==> config.mk <==
export PLATFORM = sky130hd
export DESIGN_NAME = mpmem_top
export DESIGN_NICKNAME = d
export VERILOG_FILES = /design/src/mem_pkg.sv /design/src/bank_ram.sv /design/src/req_stage.sv /design/src/map_cache.sv /design/src/write_commit.sv /design/src/pivot_banks.sv /design/src/read_select.sv /design/src/mpmem_top.sv
export SDC_FILE = /design/constraint.sdc
export NUM_CORES = 1
export LEC_CHECK = 0
export BUFFER_PORTS_ARGS = -buffer_cell sky130_fd_sc_hd__buf_4
export CAP_MARGIN = 10
export CORE_MARGIN = 1
export CORE_UTILIZATION = 35
export DETAILED_ROUTE_END_ITERATION = 6
export PLACE_DENSITY_LB_ADDON = 0.05
export SLEW_MARGIN = 10
export SYNTH_ARGS = -nofsm -noshare
export SYNTH_HDL_FRONTEND = slang
export SYNTH_SLANG_ARGS = --single-unit
==> constraint.sdc <==
create_clock -name clk -period 9.25 [get_ports clk]
set_input_delay 0.925 -clock clk [delete_from_list [all_inputs] [get_ports clk]]
set_output_delay 0.925 -clock clk [all_outputs]
set_load 0.1 [all_outputs]
==> src/mem_pkg.sv <==
package mem_pkg;

  // memory geometry
  localparam int DATA_W    = 16;
  localparam int VBNK_BITS = 2;
  localparam int VROW_BITS = 4;
  localparam int NUM_VBNK  = 1 << VBNK_BITS;
  localparam int NUM_VROW  = 1 << VROW_BITS;
  localparam int ADDR_W    = VBNK_BITS + VROW_BITS;  // bank above row

  typedef logic [DATA_W-1:0]    word_t;
  typedef logic [VBNK_BITS-1:0] bank_t;
  typedef logic [VROW_BITS-1:0] row_t;
  typedef logic [ADDR_W-1:0]    addr_t;

  // which bank's word the cache holds for a row
  typedef struct packed {
    logic  vld;
    bank_t bank;
  } map_entry_t;

endpackage

==> src/bank_ram.sv <==
`timescale 1ns/1ns

module bank_ram #(
  parameter type payload_t = mem_pkg::word_t,
  parameter int  depth     = mem_pkg::NUM_VROW
) (
  input  logic            clk,
  input  logic            we,
  input  mem_pkg::row_t   waddr,
  input  payload_t        wdata,
  input  mem_pkg::row_t   raddr,
  output payload_t        rdata
);

  payload_t mem [depth];

  always_ff @(posedge clk) begin
    if (we) begin
      mem[waddr] <= wdata;
    end
    rdata <= mem[raddr];  // old word on same-address write
  end

endmodule

==> src/req_stage.sv <==
`timescale 1ns/1ns

module req_stage (
  input  logic           clk,
  input  logic           rst,
  input  logic           vread,
  input  mem_pkg::addr_t vrdaddr,
  input  logic           vwrite,
  input  mem_pkg::addr_t vwraddr,
  input  mem_pkg::word_t vdin,
  output logic           ready,
  output logic           rd_en,
  output mem_pkg::bank_t rd_bank,
  output mem_pkg::row_t  rd_row,
  output logic           wr_en,
  output mem_pkg::bank_t wr_bank,
  output mem_pkg::row_t  wr_row,
  output mem_pkg::word_t wr_data,
  output logic           init_en,
  output mem_pkg::row_t  init_row
);

  logic [mem_pkg::VROW_BITS:0] init_cnt;  // msb set once the sweep is done
  logic                        sweep_busy;

  assign sweep_busy = !init_cnt[mem_pkg::VROW_BITS];
  assign init_en    = sweep_busy;
  assign init_row   = init_cnt[mem_pkg::VROW_BITS-1:0];

  always_ff @(posedge clk) begin
    if (rst) begin
      init_cnt <= '0;
      ready    <= 1'b0;
    end else begin
      if (sweep_busy) begin
        init_cnt <= init_cnt + 1'b1;
      end
      ready <= !sweep_busy;
    end
  end

  // requests only count once ready
  assign rd_en   = vread && ready;
  assign rd_bank = vrdaddr[mem_pkg::ADDR_W-1:mem_pkg::VROW_BITS];
  assign rd_row  = vrdaddr[mem_pkg::VROW_BITS-1:0];
  assign wr_en   = vwrite && ready;
  assign wr_bank = vwraddr[mem_pkg::ADDR_W-1:mem_pkg::VROW_BITS];
  assign wr_row  = vwraddr[mem_pkg::VROW_BITS-1:0];
  assign wr_data = vdin;

  a_no_req_in_sweep: assert property (@(posedge clk) disable iff (rst)
    !(init_en && ready));

endmodule

==> src/map_cache.sv <==
`timescale 1ns/1ns

module map_cache #(
  parameter int depth = mem_pkg::NUM_VROW
) (
  input  logic                clk,
  input  mem_pkg::row_t       rd_row,
  input  mem_pkg::row_t       wr_row,
  input  logic                init_en,
  input  mem_pkg::row_t       init_row,
  input  logic                cache_we,
  input  mem_pkg::row_t       cache_row,
  input  mem_pkg::map_entry_t cache_entry,
  input  mem_pkg::word_t      cache_data,
  output mem_pkg::map_entry_t rd_map,
  output mem_pkg::word_t      rd_cache,
  output mem_pkg::map_entry_t wr_map,
  output mem_pkg::word_t      wr_cache
);

  logic                ram_we;
  mem_pkg::row_t       ram_waddr;
  mem_pkg::map_entry_t ram_entry;
  mem_pkg::word_t      ram_data;
  mem_pkg::map_entry_t map_q  [2];
  mem_pkg::word_t      data_q [2];
  logic                byp_hit;
  mem_pkg::map_entry_t byp_entry;
  mem_pkg::word_t      byp_data;

  // sweep writes take priority over commits
  assign ram_we    = init_en || cache_we;
  assign ram_waddr = init_en ? init_row : cache_row;
  assign ram_entry = init_en ? '0 : cache_entry;
  assign ram_data  = init_en ? '0 : cache_data;

  // copy 0 serves the read path, copy 1 the write path
  for (genvar i = 0; i < 2; i++) begin : g_copy
    bank_ram #(.payload_t(mem_pkg::map_entry_t), .depth(depth)) u_map_ram (
      .clk(clk), .we(ram_we), .waddr(ram_waddr), .wdata(ram_entry),
      .raddr((i == 0) ? rd_row : wr_row), .rdata(map_q[i])
    );
    bank_ram #(.payload_t(mem_pkg::word_t), .depth(depth)) u_data_ram (
      .clk(clk), .we(ram_we), .waddr(ram_waddr), .wdata(ram_data),
      .raddr((i == 0) ? rd_row : wr_row), .rdata(data_q[i])
    );
  end

  // same-edge commit is not in the ram read yet
  always_ff @(posedge clk) begin
    byp_hit   <= ram_we && (ram_waddr == wr_row);
    byp_entry <= ram_entry;
    byp_data  <= ram_data;
  end

  assign rd_map   = map_q[0];
  assign rd_cache = data_q[0];
  assign wr_map   = byp_hit ? byp_entry : map_q[1];
  assign wr_cache = byp_hit ? byp_data : data_q[1];

endmodule

==> src/write_commit.sv <==
`timescale 1ns/1ns

module write_commit (
  input  logic                clk,
  input  logic                rst,
  input  logic                wr_en,
  input  mem_pkg::bank_t      wr_bank,
  input  mem_pkg::row_t       wr_row,
  input  mem_pkg::word_t      wr_data,
  input  mem_pkg::map_entry_t wr_map,
  input  mem_pkg::word_t      wr_cache,
  input  logic                rd_en,
  input  mem_pkg::bank_t      rd_bank,
  output logic                cache_we,
  output mem_pkg::row_t       cache_row,
  output mem_pkg::map_entry_t cache_entry,
  output mem_pkg::word_t      cache_data,
  output logic                piv_we,
  output mem_pkg::bank_t      piv_bank,
  output mem_pkg::row_t       piv_row,
  output mem_pkg::word_t      piv_data
);

  logic           wr_en_q;
  mem_pkg::bank_t wr_bank_q;
  mem_pkg::row_t  wr_row_q;
  mem_pkg::word_t wr_data_q;
  logic           conflict;
  logic           old_same;

  always_ff @(posedge clk) begin
    if (rst) begin
      wr_en_q <= 1'b0;
    end else begin
      wr_en_q <= wr_en;
    end
    wr_bank_q <= wr_bank;
    wr_row_q  <= wr_row;
    wr_data_q <= wr_data;
  end

  assign conflict = wr_en_q && rd_en && (rd_bank == wr_bank_q);  // pivot bank busy reading
  assign old_same = wr_map.vld && (wr_map.bank == wr_bank_q);

  always_comb begin
    cache_we         = wr_en_q && (conflict || old_same);
    cache_row        = wr_row_q;
    cache_entry.vld  = conflict;  // clear when no conflict
    cache_entry.bank = wr_bank_q;
    cache_data       = wr_data_q;
    // new word to its bank, or evict the old cache word
    piv_we   = wr_en_q && (!conflict || (wr_map.vld && !old_same));
    piv_bank = conflict ? wr_map.bank : wr_bank_q;
    piv_row  = wr_row_q;
    piv_data = conflict ? wr_cache : wr_data_q;
  end

  a_piv_not_read_bank: assert property (@(posedge clk) disable iff (rst)
    (piv_we && rd_en) |-> (piv_bank != rd_bank));

endmodule

==> src/pivot_banks.sv <==
`timescale 1ns/1ns

module pivot_banks #(
  parameter int depth = mem_pkg::NUM_VROW
) (
  input  logic           clk,
  input  logic           rd_en,
  input  mem_pkg::bank_t rd_bank,
  input  mem_pkg::row_t  rd_row,
  input  logic           piv_we,
  input  mem_pkg::bank_t piv_bank,
  input  mem_pkg::row_t  piv_row,
  input  mem_pkg::word_t piv_data,
  output mem_pkg::word_t rd_data
);

  mem_pkg::word_t bank_q [mem_pkg::NUM_VBNK];
  mem_pkg::bank_t rd_bank_q;

  for (genvar i = 0; i < mem_pkg::NUM_VBNK; i++) begin : g_bank
    logic          bank_we;
    mem_pkg::row_t bank_addr;

    // single port, so the write row wins the address
    assign bank_we   = piv_we && (piv_bank == i);
    assign bank_addr = bank_we ? piv_row : rd_row;

    bank_ram #(.payload_t(mem_pkg::word_t), .depth(depth)) u_ram (
      .clk(clk), .we(bank_we), .waddr(bank_addr), .wdata(piv_data),
      .raddr(bank_addr), .rdata(bank_q[i])
    );
  end

  always_ff @(posedge clk) begin
    if (rd_en) begin
      rd_bank_q <= rd_bank;
    end
  end

  assign rd_data = bank_q[rd_bank_q];

endmodule

==> src/read_select.sv <==
`timescale 1ns/1ns

module read_select (
  input  logic                clk,
  input  logic                rst,
  input  logic                rd_en,
  input  mem_pkg::bank_t      rd_bank,
  input  mem_pkg::row_t       rd_row,
  input  mem_pkg::map_entry_t rd_map,
  input  mem_pkg::word_t      rd_cache,
  input  mem_pkg::word_t      rd_data,
  input  logic                piv_we,
  input  mem_pkg::bank_t      piv_bank,
  input  mem_pkg::row_t       piv_row,
  input  mem_pkg::word_t      piv_data,
  input  logic                cache_we,
  input  mem_pkg::row_t       cache_row,
  input  mem_pkg::map_entry_t cache_entry,
  input  mem_pkg::word_t      cache_data,
  output logic                vread_vld,
  output mem_pkg::word_t      vdout
);

  logic                rd_en_q, piv_we_q, cache_we_q;
  mem_pkg::bank_t      rd_bank_q, piv_bank_q;
  mem_pkg::row_t       rd_row_q, piv_row_q, cache_row_q;
  mem_pkg::word_t      piv_data_q, cache_data_q, sel_word;
  mem_pkg::map_entry_t cache_entry_q;

  always_ff @(posedge clk) begin
    if (rst) begin
      rd_en_q    <= 1'b0;
      piv_we_q   <= 1'b0;
      cache_we_q <= 1'b0;
    end else begin
      rd_en_q    <= rd_en;
      piv_we_q   <= piv_we;
      cache_we_q <= cache_we;
    end
    rd_bank_q     <= rd_bank;
    rd_row_q      <= rd_row;
    piv_bank_q    <= piv_bank;
    piv_row_q     <= piv_row;
    piv_data_q    <= piv_data;
    cache_row_q   <= cache_row;
    cache_entry_q <= cache_entry;
    cache_data_q  <= cache_data;
  end

  always_comb begin
    if (piv_we_q && (piv_bank_q == rd_bank_q) && (piv_row_q == rd_row_q)) begin
      sel_word = piv_data_q;
    end else if (cache_we_q && (cache_row_q == rd_row_q)) begin
      // map ram still shows the old entry
      sel_word = (cache_entry_q.vld && (cache_entry_q.bank == rd_bank_q)) ? cache_data_q
                                                                          : rd_data;
    end else if (rd_map.vld && (rd_map.bank == rd_bank_q)) begin
      sel_word = rd_cache;
    end else begin
      sel_word = rd_data;
    end
  end

  always_ff @(posedge clk) begin
    if (rst) begin
      vread_vld <= 1'b0;
      vdout     <= '0;
    end else begin
      vread_vld <= rd_en_q;
      if (rd_en_q) begin
        vdout <= sel_word;
      end
    end
  end

endmodule

==> src/mpmem_top.sv <==
`timescale 1ns/1ns

module mpmem_top (
  input  logic           clk,
  input  logic           rst,
  input  logic           vread,
  input  mem_pkg::addr_t vrdaddr,
  input  logic           vwrite,
  input  mem_pkg::addr_t vwraddr,
  input  mem_pkg::word_t vdin,
  output logic           vread_vld,
  output mem_pkg::word_t vdout,
  output logic           ready
);

  localparam int depth = mem_pkg::NUM_VROW;

  logic                rd_en, wr_en, init_en, cache_we, piv_we;
  mem_pkg::bank_t      rd_bank, wr_bank, piv_bank;
  mem_pkg::row_t       rd_row, wr_row, init_row, cache_row, piv_row;
  mem_pkg::word_t      wr_data, rd_cache, wr_cache, cache_data, piv_data, rd_data;
  mem_pkg::map_entry_t rd_map, wr_map, cache_entry;

  req_stage u_req_stage (
    .clk(clk), .rst(rst), .vread(vread), .vrdaddr(vrdaddr), .vwrite(vwrite),
    .vwraddr(vwraddr), .vdin(vdin), .ready(ready), .rd_en(rd_en), .rd_bank(rd_bank),
    .rd_row(rd_row), .wr_en(wr_en), .wr_bank(wr_bank), .wr_row(wr_row),
    .wr_data(wr_data), .init_en(init_en), .init_row(init_row)
  );

  map_cache #(.depth(depth)) u_map_cache (
    .clk(clk), .rd_row(rd_row), .wr_row(wr_row), .init_en(init_en), .init_row(init_row),
    .cache_we(cache_we), .cache_row(cache_row), .cache_entry(cache_entry),
    .cache_data(cache_data), .rd_map(rd_map), .rd_cache(rd_cache), .wr_map(wr_map),
    .wr_cache(wr_cache)
  );

  write_commit u_write_commit (
    .clk(clk), .rst(rst), .wr_en(wr_en), .wr_bank(wr_bank), .wr_row(wr_row),
    .wr_data(wr_data), .wr_map(wr_map), .wr_cache(wr_cache), .rd_en(rd_en),
    .rd_bank(rd_bank), .cache_we(cache_we), .cache_row(cache_row),
    .cache_entry(cache_entry), .cache_data(cache_data), .piv_we(piv_we),
    .piv_bank(piv_bank), .piv_row(piv_row), .piv_data(piv_data)
  );

  pivot_banks #(.depth(depth)) u_pivot_banks (
    .clk(clk), .rd_en(rd_en), .rd_bank(rd_bank), .rd_row(rd_row), .piv_we(piv_we),
    .piv_bank(piv_bank), .piv_row(piv_row), .piv_data(piv_data), .rd_data(rd_data)
  );

  read_select u_read_select (
    .clk(clk), .rst(rst), .rd_en(rd_en), .rd_bank(rd_bank), .rd_row(rd_row),
    .rd_map(rd_map), .rd_cache(rd_cache), .rd_data(rd_data), .piv_we(piv_we),
    .piv_bank(piv_bank), .piv_row(piv_row), .piv_data(piv_data), .cache_we(cache_we),
    .cache_row(cache_row), .cache_entry(cache_entry), .cache_data(cache_data),
    .vread_vld(vread_vld), .vdout(vdout)
  );

endmodule

==> results by group <==
Clock tree
  – CTS resizes: 0
  – CTS root buf: clkbuf_16
  – Clock latency on the worst-skew pair: 0.79 ns
  – Clock Sinks: 1548
  – Hold Buf Count CTS: 0
  – TritonCTS clock tree: yes
  – H-tree depth: 4
  – Post-CTS Setup Inserts: 0
  – TritonCTS Buffers: about 170
  – Clock transition at the registers of the reported paths: 0.06 ns
  – Clock tree buffer depth: 3

Timing
  – Setup TNS Final: 0 ns
  – Tightest Pin Transition: roughly 1.3 ns
  – Tmin final: 4.943 ns
  – Max-slew violations: 0
  – Period Utilization, post-route: 53.43%
  – Setup ws final: 4.307 ns
  – Slew headroom: ~15%
  – Layout Skew: 0.02565 ns
  – Final Hold Viols: 0
  – Setup violators final: 0
  – Maximum clock frequency: 202.3 MHz
  – Hold Slack: 0.2361 ns
  – RSZ-0062 raised after global routing: no

Finish
  – Layout cells sized above 1: 20.34%
  – Sequential cell area: 44300 um^2
  – Final-stage net count: 3443
  – Fill count: 15.08k
  – Multi-input combinational cell area: 14910 um^2
  – Area growth syn-to-layout: 15.50%
  – Post-route cell area: around 69000 um^2

Yosys
  – Top cells by area, synth: edfxtp_1 (67%), mux2i_1 (9.6%), mux4_2 (7.8%), dfxtp_1 (7.3%), o22ai_1 (2.7%)
  – Mapped Area: ~60000 um^2
  – Mapped Nets: between 3k and 4k
  – Ys async rst share: 0%
  – Synth cell types: 45
  – Mapped Cells: roughly 3.2k
  – Yosys top cell area share: between 60% and 70%
  – Synth Warn #: 0
  – Most common library cells after synthesis: edfxtp_1 (1330), mux2i_1 (570), o22ai_1 (256)
  – Top_reg_cell synth: edfxtp_1
  – Yosys top cell by area: edfxtp_1
  – Sequential element share of the synthesized area: 74.22%
  – Syn_area_per_cell: 18.57 um^2
  – Top-count cell post-synth: edfxtp_1
  – Yosys reg bits: 1548
  – Number of enable flip-flop cells after synthesis: between 1k and 1.5k

Drt
  – Post-Route WL: 173900 um
  – DR WL/cell: 30.10 um
  – Antenna-violating nets left: 0
  – DRT iter0 DRCs: about 2.4k
  – Vias: 30.54k
  – Drc violations: 1
  – DR vias/cell: roughly 5.3
  – Pre-Repair DR Iteration Count: 7

Placed design
  – GP Congestion: 0.8213
  – Final HPWL DP: 101900 um
  – Placed standard-cell area: ~64000 um^2
  – Buffers on Ports: 49
  – Worst slack, placed: a little under 4 ns

Power
  – Max IR drop VDD: between 0.15 and 0.2 mV
  – Net switching power: 3.311 mW
  – Static leakage: ~24 nW
  – Clock power frac: 43.7%
  – Pint: 11.78 mW
  – Comb power frac: 4.9%
  – Sequential share of power: 51.4%
  – Power per cell area: around 220 nW/um^2
  – Switching part of the total: between 20% and 30%

Floorplan
  – Die area: about 170000 um^2
  – Die width: around 410 um
  – Core Rows: 151
  – Die Y: 415.0 um
  – Initial Utilization: 35.26%
  – Core ar.: 169300 um^2
  – Num ports: 50

Critical path
  – Worst-path maximum fanout: 128
  – Crit path capture: u_pivot_banks.g_bank[0].u_ram.rdata[4]
  – Max incr delay on CP: 0.81 ns
  – Arrival time worst endpoint: 5.57 ns
  – R2R Setup Slk: 4.31 ns
  – Worst r2r src: u_map_cache.byp_hit
  – CP Launch Point: u_map_cache.byp_hit
  – Critical Path RT: between 9 and 10 ns
  – Reg2reg path depth: 10
  – Critical-path cell list: buf_4 > mux2_2 > xor2_1 > o21ai_1 > a211oi_4 > mux2i_4 > buf_12 > mux2i_1 > o22ai_1 > or4_1
  – Worst setup EP type: flip-flop
  – CP Launch Type: flip-flop
  – Critical setup path kind: flip-flop to flip-flop
  – R2r endpoint: u_pivot_banks.g_bank[0].u_ram.rdata[4]
  – Slowest stage cell, crit path: a211oi_4

Run status
  – Status: finished with violations
  – Failing checks: design-rule violations

Global route
  – Vias in the first global route: about 31k
  – Largest net degree at the start of global routing: about 130
  – Initial antenna violation count: 9
  – Gr usage total: between 20% and 30%
  – First-pass GRT wire length: about 240000 um
  – Congestion Overflow GR: 0

Hold path
  – WHS Path Cells: 1
  – Worst hold path class: input port to flip-flop

Job
  – Number of max-cap violations: 0
critical path, delay by kind of cell (launching register included):
family | cells | cell delay [ns]
compound gates | 3 | 1.24
simple gates | 1 | 0.63
mux | 3 | 1.12
xor+xnor | 1 | 0.18
buf+inv | 2 | 1.07
flops | 1 | 0.35
layout by cell type, fill, tap and decap left out, types with 4 or more instances in the layout:
master,count
clkinv_1,14
nand2_1,36
mux2_2,17
clkbuf_16,173
a211oi_1,16
nand3_1,11
buf_12,4
clkbuf_8,30
o21ai_0,15
a21oi_2,10
bufinv_16,5
dfxtp_1,218
clkinv_2,22
and2_1,24
a21oi_4,16
nor2b_1,13
mux4_2,206
a211oi_4,5
edfxtp_1,1330
buf_4,188
nor2_1,143
clkbuf_1,57
or4_1,64
o22ai_1,256
xor2_1,9
xnor2_1,9
mux2i_4,5
nor2_2,16
inv_6,8
diode_2,4
mux2i_1,566
a21oi_1,27
area by class of cell:
class	instances	share of cell area [%]
antenna	4	0.01452
clock buffer	261	7.200
clock inverter	57	0.6770
inverter	2	0.01452
multi-input combinational	1493	21.63
sequential	1548	64.26
tap	2218	4.025
timing repair buffer	193	2.180
cell families (layout without fill, tap and decap cells):
kind of cell	count (synthesis)	after routing	synth area share (%)
buf+inv	174	513	1.304
fa+ha+maj	1	1	0.02096
flops	1548	1548	74.22
simple gates	327	327	2.748
mux	794	794	17.69
compound gates	351	351	3.694
xor+xnor	20	20	0.3186
other cells	0	4	0
power by group through the flow:
stage	Clock, mW	Sequential (mW)	Combinational (mW)
4_1_cts	6.76	7.76	0.754
6_report	6.59	7.76	0.736
3_3_place_gp	0	7.91	0.745
5_1_grt	7.03	7.76	0.785
2_1_floorplan	0	7.83	0.469
3_5_place_dp	0	7.91	0.751
per-layer routing:
layer  vias up  routed length [um]  GRT usage (%)  share of wire (%)
li1      13430                   -              -                  -
met1     16180               74650          26.30                 43
met2       691               87950          34.51                 51
met3       238                6585          2.631                3.8
met4         0                4703          6.051                2.7
met5         -                   0              0                  0
sequential cells by signal, indices dropped and copies added, names as in the netlist, 3 cells and up:
register                             cells
u_write_commit.cache_row                 4
u_write_commit.cache_data               16
u_read_select.piv_data_q                16
u_map_cache.byp_data                    16
u_read_select.cache_entry_q              3
u_map_cache.byp_entry                    3
u_map_cache.g_copy.u_map_ram.mem        48
u_pivot_banks.g_bank.u_ram.mem        1024
u_map_cache.g_copy.u_data_ram.rdata     32
u_map_cache.g_copy.u_data_ram.mem      256
u_read_select.vdout                     16
u_pivot_banks.g_bank.u_ram.rdata        64
u_req_stage.init_cnt                     5
u_read_select.rd_row_q                   4
u_read_select.cache_data_q              16
u_map_cache.g_copy.u_map_ram.rdata       6
u_read_select.piv_row_q                  4
how the worst min path moves through the flow:
| stage | startpoint | end | slack, ns |
|---|---|---|---|
| finish | vdin[1] | u_write_commit.cache_data[1] | 0.24 |
| global route | vdin[1] | u_write_commit.cache_data[1] | 0.18 |
| CTS | vdin[15] | u_write_commit.cache_data[15] | 0.16 |
| detailed placement | u_write_commit.cache_data[9] | u_read_select.cache_data_q[9] | 0.39 |
| global placement | u_write_commit.cache_data[9] | u_read_select.cache_data_q[9] | 0.40 |
| floorplan | u_write_commit.cache_data[0] | u_read_select.cache_data_q[0] | 0.34 |
metrics by stage:
stage / util [%] / instances / power, mW
after floorplan: - / 3215 / 8.299
after global placement: 37.51 / 5454 / 8.653
after detailed placement: 37.51 / 5454 / 8.662
after CTS: 40.72 / 5772 / 15.28
after global routing: 40.72 / 5773 / 15.58
final: 40.73 / 5776 / 15.09
Note: power is estimated with default switching activity, not from simulation.
